[config.mk]
export PLATFORM = sky130hd
export DESIGN_NAME = bno_shtp_top
export DESIGN_NICKNAME = d
export VERILOG_FILES = /design/src/logic/imu_pkg.sv /design/src/logic/shtp_sequencer.sv /design/src/logic/shtp_frame_decoder.sv /design/src/logic/imu_sample_regs.sv /design/src/logic/bno_shtp_top.sv
export VERILOG_INCLUDE_DIRS = /design/src /design/src/logic
export SDC_FILE = /design/constraint.sdc
export NUM_CORES = 1
export LEC_CHECK = 0
export BUFFER_PORTS_ARGS = -buffer_cell sky130_fd_sc_hd__clkbuf_2
export CORE_ASPECT_RATIO = 1.1
export CORE_UTILIZATION = 35
export CTS_CLUSTER_DIAMETER = 50
export CTS_CLUSTER_SIZE = 14
export DETAILED_ROUTE_END_ITERATION = 8
export PLACE_DENSITY_LB_ADDON = 0.25
export SETUP_SLACK_MARGIN = 0.3
export SLEW_MARGIN = 10
export SYNTH_ARGS = -nofsm -noshare
export SYNTH_HDL_FRONTEND = slang
export SYNTH_SLANG_ARGS = --single-unit
[constraint.sdc]
create_clock -name clk -period 4.6 [get_ports clk]
set_input_delay 0.23 -clock clk [delete_from_list [all_inputs] [get_ports clk]]
set_output_delay 0.23 -clock clk [all_outputs]
set_load 0.005 [all_outputs]
[src/logic/imu_defs_macros.svh]
`ifndef IMU_DEFS_MACROS_SVH
`define IMU_DEFS_MACROS_SVH

// SHTP channel numbers
`define SHTP_CHAN_CONTROL 8'h02
`define SHTP_CHAN_REPORTS 8'h03
`define SHTP_CHAN_GYRO_RV 8'h05

// Sensor report IDs
`define RID_ROT_VECTOR    8'h05
`define RID_GYRO          8'h02

// Length, channel and sequence bytes
`define SHTP_HDR_BYTES    4

// Delays in clock cycles, scaled down for simulation
`define POWERUP_CYCLES    200
`define WAKE_CYCLES       45   // PS0/WAKE low time
`define INT_TIMEOUT       1500
`define RESP_TIMEOUT      300  // Wait for a command response

`endif

[src/logic/imu_pkg.sv]
package imu_pkg;

    typedef logic [7:0]         spi_byte_t;   // One byte on the SPI bus
    typedef logic [15:0]        shtp_len_t;   // Frame length, header included
    typedef logic signed [15:0] imu_word_t;   // Q-format sensor field
    typedef logic [11:0]        delay_cnt_t;
    typedef logic [1:0]         init_step_t;  // 3 means all commands done

    // Destination of one decoded sensor field
    typedef enum logic [2:0] {
        field_quat_x,
        field_quat_y,
        field_quat_z,
        field_quat_w,
        field_gyro_x,
        field_gyro_y,
        field_gyro_z
    } field_sel_t;

    typedef enum logic [2:0] {
        seq_power_up,
        seq_wake,
        seq_wait_int,
        seq_send_cmd,
        seq_wait_resp,
        seq_read_frame,
        seq_idle
    } seq_state_t;

endpackage

[src/logic/shtp_sequencer.sv]
`timescale 1ns/1ps
`include "imu_defs_macros.svh"

module shtp_sequencer (
    input  logic               clk,
    input  logic               rst_n,
    input  logic               int_n,         // Sensor data ready, active low
    input  logic               spi_rx_valid,
    input  logic               byte_req,
    input  logic               frame_done,
    output logic               spi_start,
    output imu_pkg::spi_byte_t spi_tx_data,
    output logic               cs_n,
    output logic               ps0_wake,
    output logic               frame_start,
    output logic               sensor_mode,
    output logic               initialized,
    output logic               error
);
    import imu_pkg::*;

    seq_state_t state;
    delay_cnt_t delay_cnt;
    init_step_t step;
    shtp_len_t  cmd_idx;   // Byte index within the current command
    logic       int_meta;
    logic       int_sync;

    // Command ROM, product ID request then two set-feature commands
    function automatic spi_byte_t cmd_byte(init_step_t s, shtp_len_t idx);
        spi_byte_t b;
        b = 8'h00;
        if (s == 2'd0) begin
            case (idx)
                16'd0:   b = 8'h05;               // Length LSB
                16'd2:   b = `SHTP_CHAN_CONTROL;
                16'd4:   b = 8'hF9;               // Product ID request
                default: b = 8'h00;
            endcase
        end else begin
            case (idx)
                16'd0:   b = 8'd17;
                16'd2:   b = `SHTP_CHAN_CONTROL;
                16'd3:   b = {6'd0, s};            // Sequence number
                16'd4:   b = 8'hFD;                // Set feature
                16'd5:   b = (s == 2'd1) ? `RID_ROT_VECTOR : `RID_GYRO;
                16'd9:   b = 8'h20;                // 20 ms report interval
                16'd10:  b = 8'h4E;
                default: b = 8'h00;
            endcase
        end
        return b;
    endfunction

    function automatic shtp_len_t cmd_last(init_step_t s);
        return (s == 2'd0) ? 16'd4 : 16'd16;
    endfunction

    // Two-flop synchronizer for the interrupt pin
    always_ff @(posedge clk or negedge rst_n) begin
        if (!rst_n) begin
            int_meta <= 1'b1;
            int_sync <= 1'b1;
        end else begin
            int_meta <= int_n;
            int_sync <= int_meta;
        end
    end

    always_ff @(posedge clk or negedge rst_n) begin
        if (!rst_n) begin
            state       <= seq_power_up;
            delay_cnt   <= '0;
            step        <= '0;
            cmd_idx     <= '0;
            spi_start   <= 1'b0;
            spi_tx_data <= '0;
            cs_n        <= 1'b1;
            ps0_wake    <= 1'b1;
            frame_start <= 1'b0;
            sensor_mode <= 1'b0;
            initialized <= 1'b0;
            error       <= 1'b0;
        end else begin
            spi_start   <= 1'b0;
            frame_start <= 1'b0;
            case (state)
                seq_power_up: begin
                    if (delay_cnt == delay_cnt_t'(`POWERUP_CYCLES - 1)) begin
                        delay_cnt <= '0;
                        ps0_wake  <= 1'b0;
                        state     <= seq_wake;
                    end else begin
                        delay_cnt <= delay_cnt + 1'b1;
                    end
                end
                seq_wake: begin
                    if (delay_cnt == delay_cnt_t'(`WAKE_CYCLES - 1)) begin
                        delay_cnt <= '0;
                        ps0_wake  <= 1'b1;
                        state     <= seq_wait_int;
                    end else begin
                        delay_cnt <= delay_cnt + 1'b1;
                    end
                end
                seq_wait_int: begin
                    if (!int_sync) begin
                        cs_n        <= 1'b0;
                        cmd_idx     <= '0;
                        spi_start   <= 1'b1;
                        spi_tx_data <= cmd_byte(step, '0);
                        state       <= seq_send_cmd;
                    end else if (delay_cnt == delay_cnt_t'(`INT_TIMEOUT - 1)) begin
                        error       <= 1'b1;   // Sticky, sequence starts over
                        step        <= '0;
                        sensor_mode <= 1'b0;
                        delay_cnt   <= '0;
                        state       <= seq_power_up;
                    end else begin
                        delay_cnt <= delay_cnt + 1'b1;
                    end
                end
                seq_send_cmd: begin
                    if (spi_rx_valid) begin
                        if (cmd_idx == cmd_last(step)) begin
                            cs_n      <= 1'b1;
                            delay_cnt <= '0;
                            state     <= seq_wait_resp;
                            if (step == 2'd2)
                                sensor_mode <= 1'b1;
                        end else begin
                            cmd_idx     <= cmd_idx + 1'b1;
                            spi_start   <= 1'b1;
                            spi_tx_data <= cmd_byte(step, cmd_idx + 1'b1);
                        end
                    end
                end
                seq_wait_resp: begin
                    if (!int_sync) begin
                        cs_n        <= 1'b0;
                        spi_start   <= 1'b1;
                        spi_tx_data <= 8'h00;
                        frame_start <= 1'b1;
                        state       <= seq_read_frame;
                    end else if (delay_cnt == delay_cnt_t'(`RESP_TIMEOUT - 1)) begin
                        error       <= 1'b1;
                        step        <= '0;
                        sensor_mode <= 1'b0;
                        delay_cnt   <= '0;
                        state       <= seq_power_up;
                    end else begin
                        delay_cnt <= delay_cnt + 1'b1;
                    end
                end
                seq_read_frame: begin
                    if (frame_done) begin
                        cs_n      <= 1'b1;
                        delay_cnt <= '0;
                        if (step != 2'd3)
                            step <= step + 1'b1;
                        if (step == 2'd2)
                            initialized <= 1'b1;   // Third response read
                        state <= (step >= 2'd2) ? seq_idle : seq_wait_int;
                    end else if (byte_req) begin
                        spi_start   <= 1'b1;
                        spi_tx_data <= 8'h00;   // Dummy byte while reading
                    end
                end
                seq_idle: begin
                    if (!int_sync) begin
                        cs_n        <= 1'b0;
                        spi_start   <= 1'b1;
                        spi_tx_data <= 8'h00;
                        frame_start <= 1'b1;
                        state       <= seq_read_frame;
                    end
                end
                default: state <= seq_power_up;
            endcase
        end
    end

endmodule

[src/logic/shtp_frame_decoder.sv]
`timescale 1ns/1ps
`include "imu_defs_macros.svh"

module shtp_frame_decoder (
    input  logic                clk,
    input  logic                rst_n,
    input  logic                frame_start,
    input  logic                sensor_mode,
    input  logic                spi_rx_valid,
    input  imu_pkg::spi_byte_t  spi_rx_data,
    output logic                byte_req,
    output logic                frame_done,
    output logic                field_we,
    output imu_pkg::field_sel_t field_sel,
    output imu_pkg::imu_word_t  field_value
);
    import imu_pkg::*;

    logic       active;      // Inside a read frame
    shtp_len_t  byte_cnt;    // Index of the byte now arriving
    shtp_len_t  frame_len;
    shtp_len_t  pay_idx;
    spi_byte_t  chan;
    spi_byte_t  report_id;
    spi_byte_t  lsb_q;       // Low byte of the field in progress
    logic [2:0] pair;
    logic       take;
    logic       field_hit;
    logic       end_frame;

    assign pay_idx = byte_cnt - shtp_len_t'(`SHTP_HDR_BYTES);
    assign pair    = pay_idx[3:1] - 3'd2;   // Payload 4..11 gives fields 0..3
    assign take    = sensor_mode &&
                     (chan == `SHTP_CHAN_REPORTS || chan == `SHTP_CHAN_GYRO_RV);

    // MSB byte of a field that belongs to a known report
    assign field_hit = take && pay_idx >= 16'd4 && pay_idx <= 16'd11 && pay_idx[0] &&
                       (report_id == `RID_ROT_VECTOR ||
                        (report_id == `RID_GYRO && pair != 3'd3));

    // Short frames stop right after the header
    assign end_frame = (byte_cnt >= shtp_len_t'(`SHTP_HDR_BYTES - 1)) &&
                       (byte_cnt + 16'd1 >= frame_len);

    always_ff @(posedge clk or negedge rst_n) begin
        if (!rst_n) begin
            active     <= 1'b0;
            byte_cnt   <= '0;
            byte_req   <= 1'b0;
            frame_done <= 1'b0;
            field_we   <= 1'b0;
        end else begin
            byte_req   <= 1'b0;
            frame_done <= 1'b0;
            field_we   <= spi_rx_valid && active && field_hit;
            if (frame_start) begin
                active   <= 1'b1;
                byte_cnt <= '0;
            end else if (spi_rx_valid && active) begin
                byte_cnt <= byte_cnt + 1'b1;
                if (end_frame) begin
                    frame_done <= 1'b1;
                    active     <= 1'b0;
                end else begin
                    byte_req <= 1'b1;
                end
            end
        end
    end

    always_ff @(posedge clk) begin
        if (spi_rx_valid && active) begin
            case (byte_cnt)
                16'd0:   frame_len[7:0]  <= spi_rx_data;
                16'd1:   frame_len[15:8] <= {1'b0, spi_rx_data[6:0]}; // No continuation bit
                16'd2:   chan            <= spi_rx_data;
                default: ;   // Sequence byte is skipped
            endcase
            if (take && pay_idx == 16'd0)
                report_id <= spi_rx_data;
            if (!pay_idx[0])
                lsb_q <= spi_rx_data;
            field_value <= {spi_rx_data, lsb_q};   // Little endian pair
            field_sel   <= (report_id == `RID_ROT_VECTOR) ? field_sel_t'(pair)
                                                          : field_sel_t'(pair + 3'd4);
        end
    end

endmodule

[src/logic/imu_sample_regs.sv]
`timescale 1ns/1ps

module imu_sample_regs (
    input  logic                clk,
    input  logic                rst_n,
    input  logic                field_we,
    input  imu_pkg::field_sel_t field_sel,
    input  imu_pkg::imu_word_t  field_value,
    output imu_pkg::imu_word_t  quat_w,
    output imu_pkg::imu_word_t  quat_x,
    output imu_pkg::imu_word_t  quat_y,
    output imu_pkg::imu_word_t  quat_z,
    output imu_pkg::imu_word_t  gyro_x,
    output imu_pkg::imu_word_t  gyro_y,
    output imu_pkg::imu_word_t  gyro_z,
    output logic                quat_valid,
    output logic                gyro_valid
);
    import imu_pkg::*;

    always_ff @(posedge clk or negedge rst_n) begin
        if (!rst_n) begin
            quat_w     <= '0;
            quat_x     <= '0;
            quat_y     <= '0;
            quat_z     <= '0;
            gyro_x     <= '0;
            gyro_y     <= '0;
            gyro_z     <= '0;
            quat_valid <= 1'b0;
            gyro_valid <= 1'b0;
        end else begin
            // Last field of each report marks the sample complete
            quat_valid <= field_we && (field_sel == field_quat_w);
            gyro_valid <= field_we && (field_sel == field_gyro_z);
            if (field_we) begin
                case (field_sel)
                    field_quat_x: quat_x <= field_value;
                    field_quat_y: quat_y <= field_value;
                    field_quat_z: quat_z <= field_value;
                    field_quat_w: quat_w <= field_value;
                    field_gyro_x: gyro_x <= field_value;
                    field_gyro_y: gyro_y <= field_value;
                    field_gyro_z: gyro_z <= field_value;
                    default: ;
                endcase
            end
        end
    end

endmodule

[src/logic/bno_shtp_top.sv]
`timescale 1ns/1ps

module bno_shtp_top (
    input  logic               clk,
    input  logic               rst_n,
    input  logic               int_n,
    input  logic               spi_rx_valid,
    input  imu_pkg::spi_byte_t spi_rx_data,
    output logic               spi_start,
    output imu_pkg::spi_byte_t spi_tx_data,
    output logic               cs_n,
    output logic               ps0_wake,
    output imu_pkg::imu_word_t quat_w,
    output imu_pkg::imu_word_t quat_x,
    output imu_pkg::imu_word_t quat_y,
    output imu_pkg::imu_word_t quat_z,
    output imu_pkg::imu_word_t gyro_x,
    output imu_pkg::imu_word_t gyro_y,
    output imu_pkg::imu_word_t gyro_z,
    output logic               quat_valid,
    output logic               gyro_valid,
    output logic               initialized,
    output logic               error
);
    import imu_pkg::*;

    logic       byte_req;
    logic       frame_done;
    logic       frame_start;
    logic       sensor_mode;
    logic       field_we;
    field_sel_t field_sel;
    imu_word_t  field_value;

    shtp_sequencer shtp_sequencer_i (
        .clk          (clk),
        .rst_n        (rst_n),
        .int_n        (int_n),
        .spi_rx_valid (spi_rx_valid),
        .byte_req     (byte_req),
        .frame_done   (frame_done),
        .spi_start    (spi_start),
        .spi_tx_data  (spi_tx_data),
        .cs_n         (cs_n),
        .ps0_wake     (ps0_wake),
        .frame_start  (frame_start),
        .sensor_mode  (sensor_mode),
        .initialized  (initialized),
        .error        (error)
    );

    // Watches every received byte, acts only inside a frame
    shtp_frame_decoder shtp_frame_decoder_i (
        .clk          (clk),
        .rst_n        (rst_n),
        .frame_start  (frame_start),
        .sensor_mode  (sensor_mode),
        .spi_rx_valid (spi_rx_valid),
        .spi_rx_data  (spi_rx_data),
        .byte_req     (byte_req),
        .frame_done   (frame_done),
        .field_we     (field_we),
        .field_sel    (field_sel),
        .field_value  (field_value)
    );

    imu_sample_regs imu_sample_regs_i (
        .clk          (clk),
        .rst_n        (rst_n),
        .field_we     (field_we),
        .field_sel    (field_sel),
        .field_value  (field_value),
        .quat_w       (quat_w),
        .quat_x       (quat_x),
        .quat_y       (quat_y),
        .quat_z       (quat_z),
        .gyro_x       (gyro_x),
        .gyro_y       (gyro_y),
        .gyro_z       (gyro_z),
        .quat_valid   (quat_valid),
        .gyro_valid   (gyro_valid)
    );

endmodule

# After elaboration in Yosys (flattened, before gate mapping)
# Cells that the tools add are included.
word_totals:
  in_bits: 12
  word_cells: 242
  register_bits: 242
op_classes:
  reduce_logical: 55
  n_addsub: 7
  eq_ne: 53
  n_mux: 86
  order_cmp: 5
  bitwise: 1
ops:
  columns: ["cell", "n"]
  rows:
  - ["2-to-1 mux 12 bit", 9]
  - ["2-to-1 mux 16 bit", 5]
  - ["case mux 12 bit (6 select lines)", 1]
  - ["2-to-1 mux 8 bit", 7]
  - ["case mux 8 bit (7 select lines)", 1]
  - ["== test 16 x 2 -> 1 bit (second input constant)", 3]
  - ["logical NOT 16 bit", 3]
  - ["2-to-1 mux 3 bit", 13]
  - ["adder 16 x 1 -> 16 bit (second input constant)", 2]
  - ["== test 16 x 3 -> 1 bit (second input constant)", 2]
  - ["== test 16 x 4 -> 1 bit (second input constant)", 2]
  - ["2-to-1 mux 1 bit", 32]
  - ["case mux 16 bit (2 select lines)", 1]
  - ["case mux 8 bit (4 select lines)", 1]
  - ["AND reduction 2 bit", 13]
  - ["case mux 8 bit (3 select lines)", 1]
  - ["!= test 2 x 1 -> 1 bit (second input constant)", 11]
  - ["case mux 3 bit (7 select lines)", 1]
  - ["== test 3 bit (second input constant)", 6]
  - ["== test 16 x 1 -> 1 bit (second input constant)", 1]
  - ["== test 16 bit", 1]
  - ["== test 8 x 2 -> 1 bit (second input constant)", 2]
  - ["== test 8 x 3 -> 1 bit (second input constant)", 2]
  - [">= comparator 16 x 15 -> 1 bit", 1]
  - ["42 further kinds", 86]

# Longest topological paths before layout
logic_depth:
  ltp_word: 8
  ltp_mapped: 13

# Hierarchy
# A second synthesis with hierarchy kept.
hier_totals:
  hier_cells: 917
  area_unflattened_um2: 11290.8
modules_own_cells:
  columns: ["mod", "seq_area_each_um2", "instances", "area_each_um2", "cells_each"]
  rows:
  - ["imu_sample_regs", 2852.7, 1, 4388.0, 249]
  - ["shtp_frame_decoder", 2242.2, 1, 3527.1, 277]
  - ["shtp_sequencer", 1231.2, 1, 3375.7, 391]

# Worst setup path before layout
# OpenSTA, ideal clock, no wires.
synth_timing:
  kind: "register -> register"
  startpoint: "register shtp_frame_decoder_i.byte_cnt[2]"
  endpoint: "register shtp_frame_decoder_i.byte_req"
  synth_period_minus_slack_ns: 3.169
  t_arrival_ns: 3.081
  path_stages_with_launch: 12
  setup_slack_ns: 1.431
  setup_ns: 0.088
  cell_sequence: "dfrtp_1 -> clkbuf_1 -> nand3_1 -> nor4_1 -> nand3_1 -> xnor2_1 -> ha_1 -> a2111oi_0 -> o211ai_1 -> a211o_1 -> o21ai_0 -> nor3b_1"
synth_between:
  elab_chain_cells: 6
  word_cells_on_any_way: 7
synth_rtl:
  columns: ["element", "line_no", "rtl"]
  rows:
  - ["start, declared", "shtp_frame_decoder.sv:20", "shtp_len_t byte_cnt;"]
  - ["start signal, assigned", "shtp_frame_decoder.sv:60", "byte_cnt <= byte_cnt + 1'b1;"]
  - ["adder 16 x 1 -> 16 bit", "shtp_frame_decoder.sv:43", "(byte_cnt + 16'd1 >= frame_len);"]
  - [">= comparator 16 x 15 -> 1 bit", "shtp_frame_decoder.sv:43", null]
  - ["logical AND 1 bit (*)", "shtp_frame_decoder.sv:42", "assign end_frame = (byte_cnt >= shtp_len_t'(`SHTP_HDR_BYTES - 1)) &&"]
  - ["2-to-1 mux 1 bit (*)", "shtp_frame_decoder.sv:61", "if (end_frame) begin"]
  - ["2-to-1 mux 1 bit (*)", "shtp_frame_decoder.sv:59", "end else if (spi_rx_valid && active) begin"]
  - ["2-to-1 mux 1 bit (*)", "shtp_frame_decoder.sv:56", "if (frame_start) begin"]
  - ["end signal, assigned", "shtp_frame_decoder.sv:49", "byte_req <= 1'b0;"]
  - ["end signal, assigned", "shtp_frame_decoder.sv:53", "byte_req <= 1'b0;"]
  - ["end signal, assigned", "shtp_frame_decoder.sv:65", "byte_req <= 1'b1;"]
  - ["end, declared", "shtp_frame_decoder.sv:11", "output logic byte_req,"]
# Mark *: on every way between the ends. The rest lies on a longest branch, timed or not.
# A chain may end at the register's enable or synchronous reset.

# Worst setup path after layout
layout_timing:
  startpoint: "register shtp_frame_decoder_i.byte_cnt[0]"
  endpoint: "register shtp_frame_decoder_i.byte_req"
# Same word-level chain as after synthesis.

==> impl_results.rst <==
.. list-table::
   :header-rows: 1

   * - Metric
     - Value
   * - Run status
     - finished clean
   * - Initial cell density of the core
     - 0.355
   * - Antenna violations before repair
     - 0
   * - Clock tree root buffer cell
     - sky130_fd_sc_hd__clkbuf_16
   * - Post-synthesis instance area
     - 10800 um^2
   * - Maximum number of pins on one net before global-route repair
     - 95
   * - Average size of a mapped cell
     - 11.6 um^2
   * - Asr flop ratio synth
     - 0.759
   * - Place WS
     - 1040 ps
   * - Total gr overflow
     - 0
   * - Skew final
     - 14.5 ps
   * - Count of flip-flops with a built-in enable after synthesis
     - 58
   * - Portion of synthesized cell area occupied by the leading cell type
     - 0.415
   * - Cell breakdown of the critical path
     - ha_1 > nand4_1 > nor2_1 > xor2_1 > ha_1 > a21o_1 > a2111oi_0 > o211ai_1 > a211o_1 > o21ai_0 > nor3b_1
   * - Seq cells post-synth
     - 241
   * - RSZ-0062 raised after global routing
     - no
   * - Cell area after layout
     - 12900 um^2
   * - Deepest level of the CTS H-tree
     - 1
   * - Fin util
     - 0.426
   * - Most instantiated flip-flop cell in the synthesis netlist
     - sky130_fd_sc_hd__dfrtp_1
   * - Routability Congestion
     - 0.786
   * - Clock sink count
     - 241
   * - DR vias/cell
     - 4.95
   * - Floorplan core area
     - 30300 um^2
   * - CTS tree
     - yes
   * - Post-Syn Instances
     - 930
   * - Diodes inserted
     - 0
   * - Worst slew slack as a fraction of its limit
     - 0.323
   * - Aggregate global-route resource usage
     - 0.158
   * - Via count of the first global-routing pass
     - 7051
   * - Fmax achieved
     - 0.278 GHz
   * - Insertion delay to the later sink of the worst-skew pair
     - 540 ps
   * - Cell area after placement
     - 11900 um^2
   * - Layout cells sized above 1
     - 0.268
   * - Number of rows in the core area
     - 67
   * - Number of search-and-repair iterations in the first detailed-routing pass
     - 5
   * - Total of fill cells in the finished design
     - 2918
   * - Power per cell area
     - 438 nW/um^2
   * - Static leakage
     - 6.17 nW
   * - WP buf/inv
     - 0
   * - Total Power
     - 5.65 mW
   * - Detailed Place HPWL
     - 17.2 mm
   * - Number of hold violations in the final report
     - 0
   * - Number of remaining DRC errors
     - 0
   * - Count of instances resized after the clock tree is built
     - 0
   * - TritonCTS buffer count
     - 28
   * - Max Slew Vio Count
     - 0
   * - Clk buf depth
     - 3
   * - Least setup slack across all paths after layout
     - 1000 ps
   * - Synthesized net count
     - 973
   * - Most common cell after layout, fill and taps aside
     - sky130_fd_sc_hd__dfrtp_1
   * - Largest delay share family, worst path
     - compound AO/OA/AOI/OAI gates
   * - Data arrival, critical path
     - 4050 ps
   * - Type of element capturing the critical path
     - flop
   * - Delay of the slowest cell on the worst path
     - 600 ps
   * - Number of buffers inserted by port buffering
     - 138
   * - Final cell count without fillers
     - 1510
   * - Reg-to-reg slack, setup
     - 1000 ps
   * - Commonest cells after routing, fill and taps aside
     - sky130_fd_sc_hd__dfrtp_1 (179), sky130_fd_sc_hd__nand2_1 (146), sky130_fd_sc_hd__clkbuf_2 (137)
   * - I/O pin count
     - 139
   * - Final sum of negative setup slack
     - 0 ps
   * - Wire length of the first global-routing pass
     - 39.6 mm
   * - Post-layout min period
     - 3600 ps
   * - Cell type of the slowest stage on the worst timing path
     - sky130_fd_sc_hd__a2111oi_0
   * - Die width
     - 169 um
   * - Sequential cell area fraction in the yosys report
     - 0.587
   * - Routed WL per cell
     - 16.4 um
   * - Via count
     - 7473
   * - Required time of the critical path
     - 5050 ps
   * - Post-CTS clock slew at the launch and capture registers of the worst setup and hold paths
     - 60 ps
   * - Path type of the worst min-delay path
     - in2reg
   * - Number of nets in the layout
     - 1119
   * - Ratio of final minimum period to clock period
     - 0.782
   * - Synth cell types
     - 69
   * - Worst IR Drop VDD
     - 301 uV
   * - Largest driver fanout on the critical path
     - 9
   * - Chip Height
     - 186 um
   * - Ranking of synthesized cells by area
     - sky130_fd_sc_hd__dfrtp_1 (42%), sky130_fd_sc_hd__edfxtp_1 (16%), sky130_fd_sc_hd__mux2_2 (8.4%), sky130_fd_sc_hd__nand2_1 (5.1%), sky130_fd_sc_hd__ha_1 (3.6%)
   * - Worst Setup Start Kind
     - flop
   * - Die area
     - 31500 um^2
   * - CP dominant cell by count
     - sky130_fd_sc_hd__ha_1
   * - Layout-stage area growth over the synthesis result
     - 19.8%
   * - Worst Path Class, Setup
     - reg2reg
   * - Total Routed Length
     - 24.8 mm
   * - Setup-failing EPs final
     - 0
   * - Post-Place Cells
     - 1452
   * - First-iteration detailed-routing DRC count
     - 430
   * - Post-synthesis cell type with the largest combined area
     - sky130_fd_sc_hd__dfrtp_1
   * - Tightest Pin Transition
     - 1010 ps
   * - Max-cap check violation count
     - 0
   * - Synth warn
     - 0
   * - Antenna Nets Post-Route
     - 0
   * - Worst hold-check slack
     - 32.9 ps
## routing by layer
layer	wire length (um)	track usage	share of wire	vias up
met2	11700	0.256	0.47	166
met3	1240	0.0268	0.050	29
met4	430	0.0396	0.017	0
met1	11500	0.218	0.46	3678
li1	-	-	-	3600
met5	0	0	0	-
## state kept, by name (all words and copies together), names as in the netlist, 2 cells and up
| signal | flops |
|---|---|
| imu_sample_regs_i.gyro_x | 16 |
| shtp_sequencer_i.spi_tx_data | 7 |
| shtp_frame_decoder_i.lsb_q | 8 |
| shtp_sequencer_i.state | 3 |
| imu_sample_regs_i.quat_w | 16 |
| shtp_frame_decoder_i.field_value | 16 |
| imu_sample_regs_i.gyro_z | 16 |
| shtp_frame_decoder_i.byte_cnt | 16 |
| imu_sample_regs_i.quat_x | 16 |
| shtp_sequencer_i.delay_cnt | 12 |
| shtp_frame_decoder_i.frame_len | 15 |
| shtp_frame_decoder_i.chan | 8 |
| shtp_frame_decoder_i.report_id | 8 |
| shtp_sequencer_i.step | 2 |
| shtp_frame_decoder_i.field_sel | 3 |
| imu_sample_regs_i.quat_z | 16 |
| imu_sample_regs_i.quat_y | 16 |
| imu_sample_regs_i.gyro_y | 16 |
| shtp_sequencer_i.cmd_idx | 16 |
## timing repair
action,in CTS,in global routing
hold endpoints to repair,116,0
setup endpoints to repair,0,0
setup buffers,0,0
hold buffers,8,0
## synthesized netlist by cell type, drive strengths merged, types with 17 or more instances
| cell type | count |
|---|---|
| a21oi | 24 |
| clkbuf | 25 |
| dfrtp | 179 |
| edfxtp | 58 |
| ha | 31 |
| inv | 37 |
| mux2 | 80 |
| nand2 | 146 |
| nand3 | 27 |
| nor2 | 48 |
| nor3 | 22 |
| o21ai | 43 |
| xnor2 | 21 |
| xor2 | 17 |
## area by class of cell
| cell class | instances | area [um^2] | area share |
|---|---|---|---|
| Timing Repair Buffer | 154 | 840 | 0.0650 |
| Clock inverter | 14 | 181 | 0.0140 |
| Inverter | 40 | 153 | 0.0118 |
| Sequential cell | 241 | 6330 | 0.490 |
| Tap cell | 414 | 518 | 0.0401 |
| Clock buffer | 36 | 762 | 0.0590 |
| Multi-Input combinational cell | 611 | 4140 | 0.320 |
## worst paths after layout
| path | from | end | cells past startpoint |
|---|---|---|---|
| worst max-delay path | shtp_frame_decoder_i.byte_cnt[0]$_DFFE_PN0P_ | shtp_frame_decoder_i.byte_req$_DFF_PN0_ | 11 |
| max in group asynchronous | rst_n | imu_sample_regs_i.quat_y[6]$_DFFE_PN0P_ | 3 |
| worst min-delay path | spi_rx_data[0] | shtp_frame_decoder_i.frame_len[8]$_DFFE_PP_ | 1 |
| min in group asynchronous | rst_n | imu_sample_regs_i.gyro_y[2]$_DFFE_PN0P_ | 2 |
| worst max register to register | shtp_frame_decoder_i.byte_cnt[0]$_DFFE_PN0P_ | shtp_frame_decoder_i.byte_req$_DFF_PN0_ | 11 |
| worst min register to register | shtp_sequencer_i.int_meta$_DFF_PN1_ | shtp_sequencer_i.int_sync$_DFF_PN1_ | 0 |
## logic make-up (layout without fill, tap and decap cells)
kind of cell,count (synthesis),count (layout),synth area share
compound gates,136,136,0.0856
xor+xnor,38,38,0.0309
fa+ha+maj,32,32,0.0369
buf+inv,78,244,0.0311
flops,241,241,0.587
mux,84,84,0.0873
simple gates,321,321,0.141
## power by group
part | internal, mW | total [mW] | leakage, nW | switching (mW)
Sequential | 2.36 | 2.57 | 3.05 | 0.206
Clock | 1.31 | 2.23 | 0.456 | 0.922
Combinational | 0.330 | 0.856 | 2.66 | 0.526
(Power assumes the default switching activity.)
